**config.mk**
```make
export PLATFORM = sky130hd
export DESIGN_NAME = vec_config
export DESIGN_NICKNAME = d
export VERILOG_FILES = /design/src/hw/vec_pkg.sv /design/src/hw/vec_config.sv
export SDC_FILE = /design/constraint.sdc
export NUM_CORES = 1
export LEC_CHECK = 0
export ABC_AREA = 0
export BUFFER_PORTS_ARGS = -buffer_cell sky130_fd_sc_hd__clkbuf_2
export CORE_ASPECT_RATIO = 1.5
export CORE_MARGIN = 2
export CORE_UTILIZATION = 43
export DETAILED_ROUTE_END_ITERATION = 10
export GPL_TIMING_DRIVEN = 0
export PLACE_DENSITY_LB_ADDON = 0.3
export SLEW_MARGIN = 20
export SYNTH_ARGS = -nofsm -noshare
export SYNTH_HDL_FRONTEND = slang
export SYNTH_SLANG_ARGS = --single-unit
export TNS_END_PERCENT = 5
```
**constraint.sdc**
```tcl
create_clock -name clk -period 5.55 [get_ports clk]
set_input_delay 0.2775 -clock clk [delete_from_list [all_inputs] [get_ports clk]]
set_output_delay 0.2775 -clock clk [all_outputs]
set_load 0.005 [all_outputs]
```
**src/hw/vec_pkg.sv**
```systemverilog
`default_nettype none

package vec_pkg;

    ////////////////////
    // Geometry
    ////////////////////

    localparam int VLEN  = 64;
    localparam int VLENB = VLEN / 8;
    localparam int VREGS = 32;

    // Largest vl is VLENB elements of 8 bits times LMUL 8
    localparam int VL_W  = $clog2(VLENB * 8) + 1;

    typedef logic [VL_W-1:0] vl_t;

    ////////////////////
    // Encodings
    ////////////////////

    // Operation as classified by the core decoder
    typedef enum logic [3:0] {
        VOP_NONE,
        VOP_VSETVLI,
        VOP_VSETIVLI,
        VOP_VSETVL,
        VOP_ADD,
        VOP_SUB,
        VOP_RSUB,
        VOP_AND,
        VOP_OR,
        VOP_XOR
    } vec_op_e;

    // funct3 of OP-V, integer categories only
    typedef enum logic [2:0] {
        OPIVV = 3'b000,
        OPIVI = 3'b011,
        OPIVX = 3'b100
    } op_cat_e;

    typedef enum logic [2:0] {
        EW8  = 3'b000,
        EW16 = 3'b001,
        EW32 = 3'b010
    } vsew_e;

    typedef enum logic [2:0] {
        LMUL_1 = 3'b000,
        LMUL_2 = 3'b001,
        LMUL_4 = 3'b010,
        LMUL_8 = 3'b011
    } vlmul_e;

    ////////////////////
    // Bundles
    ////////////////////

    typedef struct packed {
        logic [31:0] instr;
        vec_op_e     op;
        logic [31:0] rs1_value;
        logic [31:0] rs2_value;
    } vec_issue_t;

    typedef struct packed {
        vl_t    vl;
        vsew_e  vsew;
        vlmul_e vlmul;
        logic   vta;
        logic   vma;
        logic   vill;
    } vec_cfg_t;

    // One byte-enabled register write
    typedef struct packed {
        logic [4:0]       addr;
        logic [VLEN-1:0]  data;
        logic [VLENB-1:0] be;
    } vec_write_t;

endpackage

`default_nettype wire

```
**src/hw/vec_config.sv**
```systemverilog
`timescale 1ns/10ps
`default_nettype none

module vec_config (
    input  wire logic                clk,
    input  wire logic                reset,
    input  wire vec_pkg::vec_issue_t issue_i,
    input  wire logic                issue_valid_i,
    output vec_pkg::vec_cfg_t        cfg_o,
    output logic [31:0]              scalar_res_o,
    output logic                     scalar_valid_o
);

    logic [4:0]        rd_field;
    logic [4:0]        rs1_field;
    logic              is_vset;
    logic              is_vsetivli;
    logic [7:0]        vtype_raw;
    logic              vill_new;
    logic [31:0]       avl;
    vec_pkg::vl_t      vlmax;
    vec_pkg::vl_t      vl_new;
    vec_pkg::vec_cfg_t cfg_new;

    assign rd_field    = issue_i.instr[11:7];
    assign rs1_field   = issue_i.instr[19:15];
    assign is_vsetivli = (issue_i.op == vec_pkg::VOP_VSETIVLI);
    assign is_vset     = issue_valid_i && (issue_i.op inside
                         {vec_pkg::VOP_VSETVLI, vec_pkg::VOP_VSETIVLI, vec_pkg::VOP_VSETVL});

    ////////////////////
    // New vtype and vl
    ////////////////////

    always_comb begin
        // vtype from register for vsetvl, from zimm otherwise
        if (issue_i.op == vec_pkg::VOP_VSETVL) begin
            vtype_raw = issue_i.rs2_value[7:0];
        end else begin
            vtype_raw = issue_i.instr[27:20];
        end

        // Wider SEW and fractional LMUL are not supported
        vill_new = (vtype_raw[5:3] > 3'd2) || vtype_raw[2];

        cfg_new.vta  = vill_new ? 1'b0 : vtype_raw[6];
        cfg_new.vma  = vill_new ? 1'b0 : vtype_raw[7];
        cfg_new.vill = vill_new;
        cfg_new.vsew  = vill_new ? vec_pkg::EW8 : vec_pkg::vsew_e'(vtype_raw[5:3]);
        cfg_new.vlmul = vill_new ? vec_pkg::LMUL_1 : vec_pkg::vlmul_e'(vtype_raw[2:0]);

        // Elements per register, then times the group size
        vlmax = (vec_pkg::vl_t'(vec_pkg::VLENB) >> cfg_new.vsew) << cfg_new.vlmul;

        avl = is_vsetivli ? {27'b0, rs1_field} : issue_i.rs1_value;

        if (vill_new) begin
            vl_new = '0;
        end else if (!is_vsetivli && rs1_field == 5'd0 && rd_field != 5'd0) begin
            vl_new = vlmax;
        end else if (!is_vsetivli && rs1_field == 5'd0) begin
            vl_new = cfg_o.vl;
        end else if (avl > 32'(vlmax)) begin
            vl_new = vlmax;
        end else begin
            vl_new = vec_pkg::vl_t'(avl);
        end

        cfg_new.vl = vl_new;
    end

    ////////////////////
    // State
    ////////////////////

    always_ff @(posedge clk) begin
        if (reset) begin
            cfg_o          <= '{vl: '0, vsew: vec_pkg::EW8, vlmul: vec_pkg::LMUL_1,
                                vta: 1'b0, vma: 1'b0, vill: 1'b0};
            scalar_valid_o <= 1'b0;
        end else begin
            scalar_valid_o <= is_vset;
            if (is_vset) begin
                cfg_o <= cfg_new;
            end
        end
    end

    // New vl goes back to rd of the scalar core
    always_ff @(posedge clk) begin
        if (is_vset) begin
            scalar_res_o <= 32'(vl_new);
        end
    end

endmodule

`default_nettype wire

```
==> flow_summary_export.csv <==
group,metric,value,unit
drt,antenna_left,0,
flow_run,cap_violations,0,
global_routing,grt_pass1_vias,1816,
global_routing,grt_use_met1,0.240,
drt,wl_per_cell,12.5,µm
yosys,synth_edf_count,7,
cts,postCtsSetupRepairBufs,0,
global_routing,grt_max_degree,14,
pwr,ir_drop,0.156,mV
drt,via_count,1999,
global_routing,antenna_found_initial,0,
drt,drtIter0Drc,37,
yosys,synthAdderAreaFrac,0.0466,
yosys,async_flop_share,0,
cts,clock-root-buffer,"clkbuf_8",
yosys,synth_mux_area_frac,0.0659,
die,die_h,85.0,µm
yosys,synth_ff_type,"dfxtp_1",
cts,clock-sinks,24,
sta,clock_skew,3.77,ps
global_routing,busiest_layer,"met2",
sta,post-route-period-util,0.560,
sta,setup_viol,0,
cts,numCtsBuffers,3,
global_routing,track_usage,0.198,
sta,maxSlewHeadroom,0.466,
global_routing,grt_first_pass_wirelength,7980,µm
die,start_util,0.447,
run_status,outcome,"finished, final reports clean",
critical_path,setup.worst_path.end_class,"register",
die,core-area,4210,µm²
critical_path,arrival,3110,ps
pwr,finalPower,0.389,mW
sta,hold_viol_final,0,
hold_path,hold_class,"in -> reg",
sta,rsz0062_at_grt,"no",
global_routing,met2_usage,0.361,
finish,nNetsFinal,453,
yosys,yosysWarnings,0,
yosys,synth_cell_types,54,
pwr,power_density,155,nW/µm²
die,die_w,58.0,µm
sta,clock.fmax,322,MHz
sta,finalMaxSlewViolations,0,
cts,cts_resized,0,
die,die_area,4930,µm²
place,gp_congestion,0.832,
finish,fillers,418,
cts,clkTransAtPathRegs,80,ps
critical_path,critPathMaxFanout,10,
critical_path,start_kind,"primary input",
sta,worst_pin_slew,790,ps
cts,cts_tree,"built",
die,rows,29,
sta,fin_tns_setup,0,ps
place,placed_area,2470,µm²
drt,postRouteWirelength,4840,µm
global_routing,met3_usage,0.00457,
yosys,ys_seq_area_frac,0.293,
finish,layout-drive-gt1-share,0.380,
finish,antenna_cells,0,
critical_path,path_class,"in -> reg",
finish,layout_common_cells,"clkbuf_2, conb_1, nand2_1, buf_4, nor2_1",
cts,cts_hold_buf,0,
cts,insertion_delay,260,ps
place,port_buffers,88,
yosys,syn_inst,225,
cts,max-clock-path-buffers,2,
pwr,cellLeakagePower,1.20,nW
yosys,synth-xor-area-share,0,
yosys,synth_seq_cells,24,
cts,h-tree-depth,1,
yosys,syn_avg_cell_area,8.36,µm²
finish,area_growth,33.9,%
drt,viasPerCell,5.15,
critical_path,required,5550,ps
yosys,synth_top_family_by_area,"simple AND/OR/NAND/NOR gates",
yosys,synth-compound-area-share,0.189,
yosys,synth-simple-area-share,0.275,
drt,drt-pass1-iter-count,4,
drt,route.detailed.drc,0,
die,pin_count,152,
yosys,syn_area,1880,µm²
finish,fin_area,2520,µm²
place,dp_hpwl,4180,µm
finish,final_common_cell,"clkbuf_2",
global_routing,overflow,0,
sta,final.min_clock_period,3110,ps
[stage by stage]
stage               setup WS (ps)  hold slack (ps)  cells  utilization
global route                 2190              301    388        0.598
detailed placement           2170              444    384        0.587
finish                       2440              274    388        0.598
floorplan                    2660              347    250            -
CTS                          2450              272    388        0.598
global placement             2200              435    384        0.587
[path summary, 6_finish.rpt]
kind | startpoint | end | slack (ps) | cells after the start
setup reg to reg | cfg_o[10] | scalar_res_o[1] | 4480 | 3
hold / removal | reset | cfg_o[9] | 270 | 2
hold reg to reg | cfg_o[7] | cfg_o[7] | 460 | 2
setup / recovery | issue_i[91] | scalar_res_o[2] | 2440 | 14
[kinds of logic (layout without fill, tap and decap cells)]
family	after synthesis	in the layout
AOI/OAI and AO/OA	51	51
and+or+nand+nor	96	96
muxes	11	11
other	1	26
DFF	24	24
buffers and inverters	35	127
adders and majority gates	7	7
[Yosys cell counts, types with 3 or more instances]
cell | count | area, µm²
a211oi_1 | 7 | 52.6
a21oi_1 | 10 | 50.1
and2_1 | 3 | 18.8
buf_4 | 25 | 188
clkbuf_1 | 3 | 11.3
dfxtp_1 | 17 | 340
edfxtp_1 | 7 | 210
ha_1 | 7 | 87.6
inv_1 | 4 | 15.0
mux2i_1 | 9 | 90.1
nand2_1 | 25 | 93.8
nand3_1 | 6 | 30.0
nor2_1 | 18 | 67.6
nor2b_1 | 5 | 31.3
nor3_1 | 11 | 55.1
nor4_1 | 7 | 43.8
o21ai_0 | 7 | 35.0
o22ai_1 | 3 | 18.8
o31ai_1 | 5 | 37.5
or4_1 | 3 | 22.5
[final cells by class]
type / instances / area, µm² / area share
clock inverters: 1 / 3.75 / 0.00149
plain buffers: 31 / 226 / 0.0900
clock buffers: 3 / 41.3 / 0.0164
flip-flops and latches: 24 / 551 / 0.219
inverters: 4 / 15.0 / 0.00596
repair buffers: 88 / 440 / 0.175
well taps: 46 / 57.6 / 0.0229
multi-input cells: 191 / 1180 / 0.470
[critical path: stages]
cell      delay (ps)
clkbuf_2         140
a211oi_1         370
inv_1            100
o21a_1           220
clkbuf_1         240
nor2_1           160
nand2_1           70
ha_1             330
nand4_1          110
o21bai_1         170
a31o_2           270
and2_4           180
a221oi_1         350
nor3_1           100
[routing by layer]
metal | routed length [µm] | vias to the layer above
li1 | - | 1020
met1 | 1880 | 899
met2 | 2600 | 73
met3 | 259 | 7
met4 | 102 | 0
met5 | 0 | -
[registers in the layout (all words and copies together), names as in the netlist]
| signal | cells |
|---|---|
| scalar_valid_o | 1 |
| cfg_o | 16 |
| scalar_res_o | 7 |
[power by group]
group          switching (mW)  internal (mW)  total [mW]
clock network          0.0516         0.0495       0.101
registers            0.000976          0.183       0.184
logic                  0.0522         0.0523       0.105
Power figures use the tool's default switching activity.
