$ cat config.mk
export PLATFORM = sky130hd
export DESIGN_NAME = vec_sequencer
export DESIGN_NICKNAME = d
export VERILOG_FILES = /design/src/hw/vec_pkg.sv /design/src/hw/vec_sequencer.sv
export SDC_FILE = /design/constraint.sdc
export NUM_CORES = 1
export LEC_CHECK = 0
export BUFFER_PORTS_ARGS = -buffer_cell sky130_fd_sc_hd__buf_2
export CORE_AREA = 2 2 238 240
export CTS_CLUSTER_DIAMETER = 200
export DETAILED_ROUTE_END_ITERATION = 8
export DIE_AREA = 0 0 240 242
export SKIP_CTS_REPAIR_TIMING = 1
export SLEW_MARGIN = 15
export SYNTH_ARGS = -nofsm -noshare
export SYNTH_HDL_FRONTEND = slang
export SYNTH_SLANG_ARGS = --single-unit
$ cat constraint.sdc
create_clock -name clk -period 4.8 [get_ports clk]
set_clock_uncertainty 0.1 [all_clocks]
set_input_delay 0.72 -clock clk [delete_from_list [all_inputs] [get_ports clk]]
set_output_delay 0.72 -clock clk [all_outputs]
set_load 0.005 [all_outputs]
$ cat src/hw/vec_pkg.sv
`default_nettype none

package vec_pkg;

    ////////////////////
    // Geometry
    ////////////////////

    localparam int VLEN  = 64;
    localparam int VLENB = VLEN / 8;
    localparam int VREGS = 32;

    // Largest vl is VLENB elements of 8 bits times LMUL 8
    localparam int VL_W  = $clog2(VLENB * 8) + 1;

    typedef logic [VL_W-1:0] vl_t;

    ////////////////////
    // Encodings
    ////////////////////

    // Operation as classified by the core decoder
    typedef enum logic [3:0] {
        VOP_NONE,
        VOP_VSETVLI,
        VOP_VSETIVLI,
        VOP_VSETVL,
        VOP_ADD,
        VOP_SUB,
        VOP_RSUB,
        VOP_AND,
        VOP_OR,
        VOP_XOR
    } vec_op_e;

    // funct3 of OP-V, integer categories only
    typedef enum logic [2:0] {
        OPIVV = 3'b000,
        OPIVI = 3'b011,
        OPIVX = 3'b100
    } op_cat_e;

    typedef enum logic [2:0] {
        EW8  = 3'b000,
        EW16 = 3'b001,
        EW32 = 3'b010
    } vsew_e;

    typedef enum logic [2:0] {
        LMUL_1 = 3'b000,
        LMUL_2 = 3'b001,
        LMUL_4 = 3'b010,
        LMUL_8 = 3'b011
    } vlmul_e;

    ////////////////////
    // Bundles
    ////////////////////

    typedef struct packed {
        logic [31:0] instr;
        vec_op_e     op;
        logic [31:0] rs1_value;
        logic [31:0] rs2_value;
    } vec_issue_t;

    typedef struct packed {
        vl_t    vl;
        vsew_e  vsew;
        vlmul_e vlmul;
        logic   vta;
        logic   vma;
        logic   vill;
    } vec_cfg_t;

    // One byte-enabled register write
    typedef struct packed {
        logic [4:0]       addr;
        logic [VLEN-1:0]  data;
        logic [VLENB-1:0] be;
    } vec_write_t;

endpackage

`default_nettype wire

$ cat src/hw/vec_sequencer.sv
`timescale 1ns/10ps
`default_nettype none

module vec_sequencer (
    input  wire logic                           clk,
    input  wire logic                           reset,
    input  wire vec_pkg::vec_issue_t            issue_i,
    input  wire logic                           issue_valid_i,
    input  wire vec_pkg::vec_cfg_t              cfg_i,
    output logic [2:0][4:0]                     rd_addr_o,
    input  wire logic [2:0][vec_pkg::VLEN-1:0]  rd_data_i,
    output vec_pkg::vec_op_e                    op_o,
    output vec_pkg::vsew_e                      vsew_o,
    output logic [vec_pkg::VLEN-1:0]            a_o,
    output logic [vec_pkg::VLEN-1:0]            b_o,
    input  wire logic [vec_pkg::VLEN-1:0]       result_i,
    output vec_pkg::vec_write_t                 wr_o,
    output logic                                busy_o
);

    typedef enum logic {
        S_IDLE,
        S_EXEC
    } state_e;

    state_e                    state;
    vec_pkg::vec_issue_t       issue_q;
    vec_pkg::vec_issue_t       cur;
    vec_pkg::op_cat_e          cat;
    logic [3:0]                k_q;
    logic [3:0]                read_k;
    logic [3:0]                group_len;
    logic                      start;
    logic                      read_en;
    logic [4:0]                vs1;
    logic [4:0]                vs2;
    logic [4:0]                vd;
    logic [vec_pkg::VLEN-1:0]  scalar_rep;
    logic [vec_pkg::VLEN-1:0]  imm_rep;
    logic [vec_pkg::VLENB-1:0] be_next;
    logic [vec_pkg::VLEN-1:0]  a_q;
    logic [vec_pkg::VLEN-1:0]  b_q;
    logic [vec_pkg::VLEN-1:0]  c_q;
    logic [4:0]                wd_q;
    logic [vec_pkg::VLENB-1:0] be_q;
    logic [vec_pkg::VLEN-1:0]  be_mask;

    ////////////////////
    // Decode
    ////////////////////

    // Issue port in the issue cycle, captured copy afterwards
    assign cur = (state == S_IDLE) ? issue_i : issue_q;

    assign vs2 = cur.instr[24:20];
    assign vs1 = cur.instr[19:15];
    assign vd  = cur.instr[11:7];
    assign cat = vec_pkg::op_cat_e'(cur.instr[14:12]);

    assign group_len = 4'd1 << cfg_i.vlmul;

    assign start = issue_valid_i && (state == S_IDLE) && !cfg_i.vill
                   && (cur.op inside {vec_pkg::VOP_ADD, vec_pkg::VOP_SUB, vec_pkg::VOP_RSUB,
                                      vec_pkg::VOP_AND, vec_pkg::VOP_OR, vec_pkg::VOP_XOR})
                   && (cat inside {vec_pkg::OPIVV, vec_pkg::OPIVI, vec_pkg::OPIVX});

    // Read stage walks member 0 in the issue cycle, then 1 .. L-1
    assign read_k  = (state == S_IDLE) ? 4'd0 : k_q;
    assign read_en = (state == S_IDLE) ? start : (k_q < group_len);

    assign rd_addr_o[0] = vs2 + {1'b0, read_k};
    assign rd_addr_o[1] = vs1 + {1'b0, read_k};
    assign rd_addr_o[2] = vd  + {1'b0, read_k};

    ////////////////////
    // Operand replication
    ////////////////////

    always_comb begin
        case (cfg_i.vsew)
            vec_pkg::EW8: begin
                scalar_rep = {(vec_pkg::VLENB){cur.rs1_value[7:0]}};
                imm_rep    = {(vec_pkg::VLENB){{3{vs1[4]}}, vs1}};
            end
            vec_pkg::EW16: begin
                scalar_rep = {(vec_pkg::VLENB/2){cur.rs1_value[15:0]}};
                imm_rep    = {(vec_pkg::VLENB/2){{11{vs1[4]}}, vs1}};
            end
            default: begin
                scalar_rep = {(vec_pkg::VLENB/4){cur.rs1_value}};
                imm_rep    = {(vec_pkg::VLENB/4){{27{vs1[4]}}, vs1}};
            end
        endcase
    end

    // Tail bytes stay undisturbed
    always_comb begin
        int idx;
        for (int j = 0; j < vec_pkg::VLENB; j++) begin
            idx = (int'(read_k) * vec_pkg::VLENB + j) >> cfg_i.vsew;
            be_next[j] = (idx < int'(cfg_i.vl));
        end
    end

    ////////////////////
    // FSM and pipeline
    ////////////////////

    always_ff @(posedge clk) begin
        if (reset) begin
            state <= S_IDLE;
            k_q   <= 4'd0;
            be_q  <= '0;
        end else begin
            be_q <= read_en ? be_next : '0;
            case (state)
                S_IDLE: begin
                    if (start) begin
                        state <= S_EXEC;
                        k_q   <= 4'd1;
                    end
                end
                default: begin
                    // Last cycle drains the write stage
                    if (k_q == group_len) begin
                        state <= S_IDLE;
                    end else begin
                        k_q <= k_q + 4'd1;
                    end
                end
            endcase
        end
    end

    always_ff @(posedge clk) begin
        if (start) begin
            issue_q <= issue_i;
        end
        a_q  <= rd_data_i[0];
        c_q  <= rd_data_i[2];
        wd_q <= rd_addr_o[2];
        case (cat)
            vec_pkg::OPIVX: b_q <= scalar_rep;
            vec_pkg::OPIVI: b_q <= imm_rep;
            default:        b_q <= rd_data_i[1];
        endcase
    end

    ////////////////////
    // Write stage
    ////////////////////

    always_comb begin
        for (int j = 0; j < vec_pkg::VLENB; j++) begin
            be_mask[8*j +: 8] = {8{be_q[j]}};
        end
    end

    assign op_o    = issue_q.op;
    assign vsew_o  = cfg_i.vsew;
    assign a_o     = a_q;
    assign b_o     = b_q;
    assign busy_o  = (state == S_EXEC);

    assign wr_o.addr = wd_q;
    assign wr_o.be   = be_q;
    assign wr_o.data = (result_i & be_mask) | (c_q & ~be_mask);

endmodule

`default_nettype wire

==> key figures <==
Pwr
  • Pwr/cell area: approximately 370 nW/µm²
  • Static leakage: 6.75 nW
  • Max VDD drop: 0.267 mV
  • Tot Pwr: 0.00542 W

Setup path
  • Worst R2R Path Depth: 4
  • Setup CP Type: flop to output pin
  • Worst path arrival time: 2.95 ns
  • Worst path required time: 3.98 ns
  • Reg2Reg Launch Point: busy_o
  • Crit path launch type: flop
  • CP Max Fanout: 67
  • Reg-to-reg setup timing slack: 1.65 ns
  • Crit path capture type: output pin
  • Worst r2r dst: b_o[15]

Die
  • Die width: 240 µm
  • Row count: 87
  • Initial Utilization: 0.180
  • Die area: slightly below 60000 µm²
  • CORE AREA: 55700 µm²
  • Die height: 242 µm
  • Top-Level Pins: 603

Global routing
  • Largest net degree at the start of global routing: 68
  • Vias in the first global route: 8554
  • Grt total ovfl: 0
  • GRT Total Usage: 0.121
  • First-pass GRT wire length: 52900 µm
  • Number of antenna violations at the first check in global routing: 11

Timing
  • Final setup fails: 0
  • Measured slew at the worst slew-check pin: roughly 1.1 ns
  • Fin Setup TNS: 0 ns
  • Hold slack: 0.128 ns
  • RSZ-0062 raised after global routing: false
  • Final Hold Viols: 0
  • Period utilization: 0.785
  • Slew HR: 0.281
  • Tmin final: 3.77 ns
  • Slew Limit Fails: 0
  • Max Freq: 265 MHz

Hold path
  • Hold worst-path end: c_q[59]
  • Worst Hold Class: primary input to flop
  • HP Start: rd_data_i[187]
  • Hold Crit Depth: 1

Run status
  • Status: finished, final reports clean

Synth
  • Number of synthesized register bits: 264
  • Top post-synthesis cells by area: dfxtp_1, edfxtp_1, mux2_2
  • Number of synthesis warnings: 0
  • Prevailing post-synth register cell: dfxtp_1
  • Synth area leader: dfxtp_1
  • Sequential area share after synthesis: 0.581
  • Avg Cell Area, Syn: 12.2 µm²
  • Post-synth EDFFs: 54
  • Cells after Synth: 821
  • Cell Area, Synth: around 10000 µm²
  • Unique masters post-synth: 66
  • Post-Syn Nets: 1217
  • Asr flop ratio synth: 0
  • Post-synth top area share: 0.419

Finish
  • Layout cells sized above 1: 0.528
  • Final nets: 1759
  • Filler cells: 5907
  • Cell area after layout: 14600 µm²
  • Layout area overhead: 45.6%
  • Utilization after layout: 0.262

Placed design
  • DP Wirelength: 30000 µm
  • Placer Congestion: 0.849
  • Area post-placement: 13500 µm²
  • PortBufs: 554

Detailed routing
  • Met1 WL: 15100 µm
  • Iteration-0 DRC Markers: 294
  • WL/cell: 17.6 µm
  • Final antenna-violating net count: 0
  • Met3 WL: roughly 3300 µm
  • Drt total wl: 37900 µm
  • Top routing layer in use: met5
  • Avg Vias per Cell: 4.02
  • Residual DRC count: 0
  • Vias: 8646
  • Pre-antenna DRT Iters: 6
  • Metal2 WL: 18400 µm

Job
  • Maxcap violations: 0

Clocking
  • CTS tree: built
  • Clk sinks: between 200 and 300
  • Total CTS buffers: 31
  • CTS clk-pin slew, worst paths: 0.06 ns
  • Clock root buffer: clkbuf_16
  • Clock buffer depth: 3
  • Worst skew pair latency: about 0.6 ns
  • H-tree Lvls: 1
cells by family after synthesis:
kind of cell | share of synthesized area
and+or+nand+nor | 0.0784
xor gates and xnor gates | 0.0148
DFF | 0.581
adders and majority gates | 0.0262
muxes | 0.115
AOI/OAI and AO/OA | 0.150
buffers and inverters | 0.0354
stage by stage:
| stage | std cells | setup WS, ns |
|---|---|---|
| final | 2149 | 1.03 |
| after global routing | 2146 | 0.907 |
| after CTS | 2144 | 1.00 |
| after detailed placement | 2086 | 1.42 |
| after global placement | 2086 | 1.47 |
| after floorplan | 821 | 0.760 |
worst max path at each step:
stage	startpoint	end	slack (ns)	cells past startpoint
5_1_grt	busy_o	rd_addr_o[9]	0.91	6
3_3_place_gp	cfg_i[6]	be_q[3]	1.47	10
6_report	busy_o	rd_addr_o[9]	1.03	6
2_1_floorplan	issue_i[82]	issue_q[32]	0.76	3
3_5_place_dp	cfg_i[6]	be_q[3]	1.42	10
4_1_cts	busy_o	rd_addr_o[9]	1.00	6
placed cells by master, fill, tap and decap left out, drive strengths merged, types with 7 or more instances in the layout:
cell type | netlist | layout
dfxtp | 210 | 210
nor2b | 13 | 13
a21oi | 25 | 25
a22o | 9 | 9
nand4 | 12 | 12
clkinv | 0 | 10
xor2 | 7 | 7
nand3 | 10 | 10
inv | 13 | 17
ha | 21 | 21
nand2 | 12 | 12
nor3 | 9 | 9
a21o | 62 | 62
nor2 | 40 | 40
o21ai | 36 | 36
o22ai | 21 | 21
o211ai | 8 | 8
buf | 34 | 562
o31ai | 8 | 8
xnor2 | 10 | 10
a211oi | 16 | 16
clkbuf | 19 | 38
edfxtp | 54 | 54
mux2 | 95 | 95
critical path, stage by stage (launching register included):
cell and delay [ns]:
dfxtp_4 0.81, mux2_2 0.50, ha_1 0.35, o211ai_1 0.10
o21bai_1 0.24, xor2_1 0.20, buf_2 0.15
synth_stat cells (all sizes together), types with 4 or more instances:
library cell / number
a31o: 4
ha: 21
nand2b: 5
nor3b: 6
mux2: 95
xnor2: 10
a211oi: 16
nor2: 40
o22ai: 21
inv: 13
a22o: 9
o21ai: 36
a221o: 4
nand2: 12
nand4: 12
o21bai: 4
a21oi: 25
xor2: 7
buf: 34
edfxtp: 54
a31oi: 5
and3: 6
nor2b: 13
nand3: 10
and3b: 4
a21o: 62
o31ai: 8
o211ai: 8
clkbuf: 19
dfxtp: 210
nor3: 9
cell type report:
type	count	area, µm²	area share
Tap cell	756	946	0.0648
Timing Repair Buffer	562	2830	0.194
Clock buffer	38	855	0.0585
Sequential cell	264	5830	0.399
Antenna cell	5	12.5	0.000857
Inverter	13	48.8	0.00334
Multi-Input combinational cell	491	3870	0.265
Clock inverter	20	204	0.0140
routing by layer:
| metal | GRT usage | vias to the layer above |
|---|---|---|
| met3 | 0.0354 | 63 |
| met1 | 0.141 | 4076 |
| li1 | - | 4112 |
| met4 | 0.0422 | 12 |
| met2 | 0.211 | 383 |
| met5 | 0 | - |
where the power goes:
group,internal [W],switching [W]
registers,0.00239,0.0000418
logic,0.000295,0.000268
clock network,0.00144,0.000987
total,0.00412,0.00130
flip-flops by register name (all words and copies together) (netlist names):
| register | count |
|---|---|
| k_q | 4 |
| b_o | 64 |
| a_o | 64 |
| be_q | 8 |
| op_o | 4 |
| issue_q | 50 |
| wd_q | 5 |
| c_q | 64 |
| busy_o | 1 |
(Power assumes the default switching activity.)
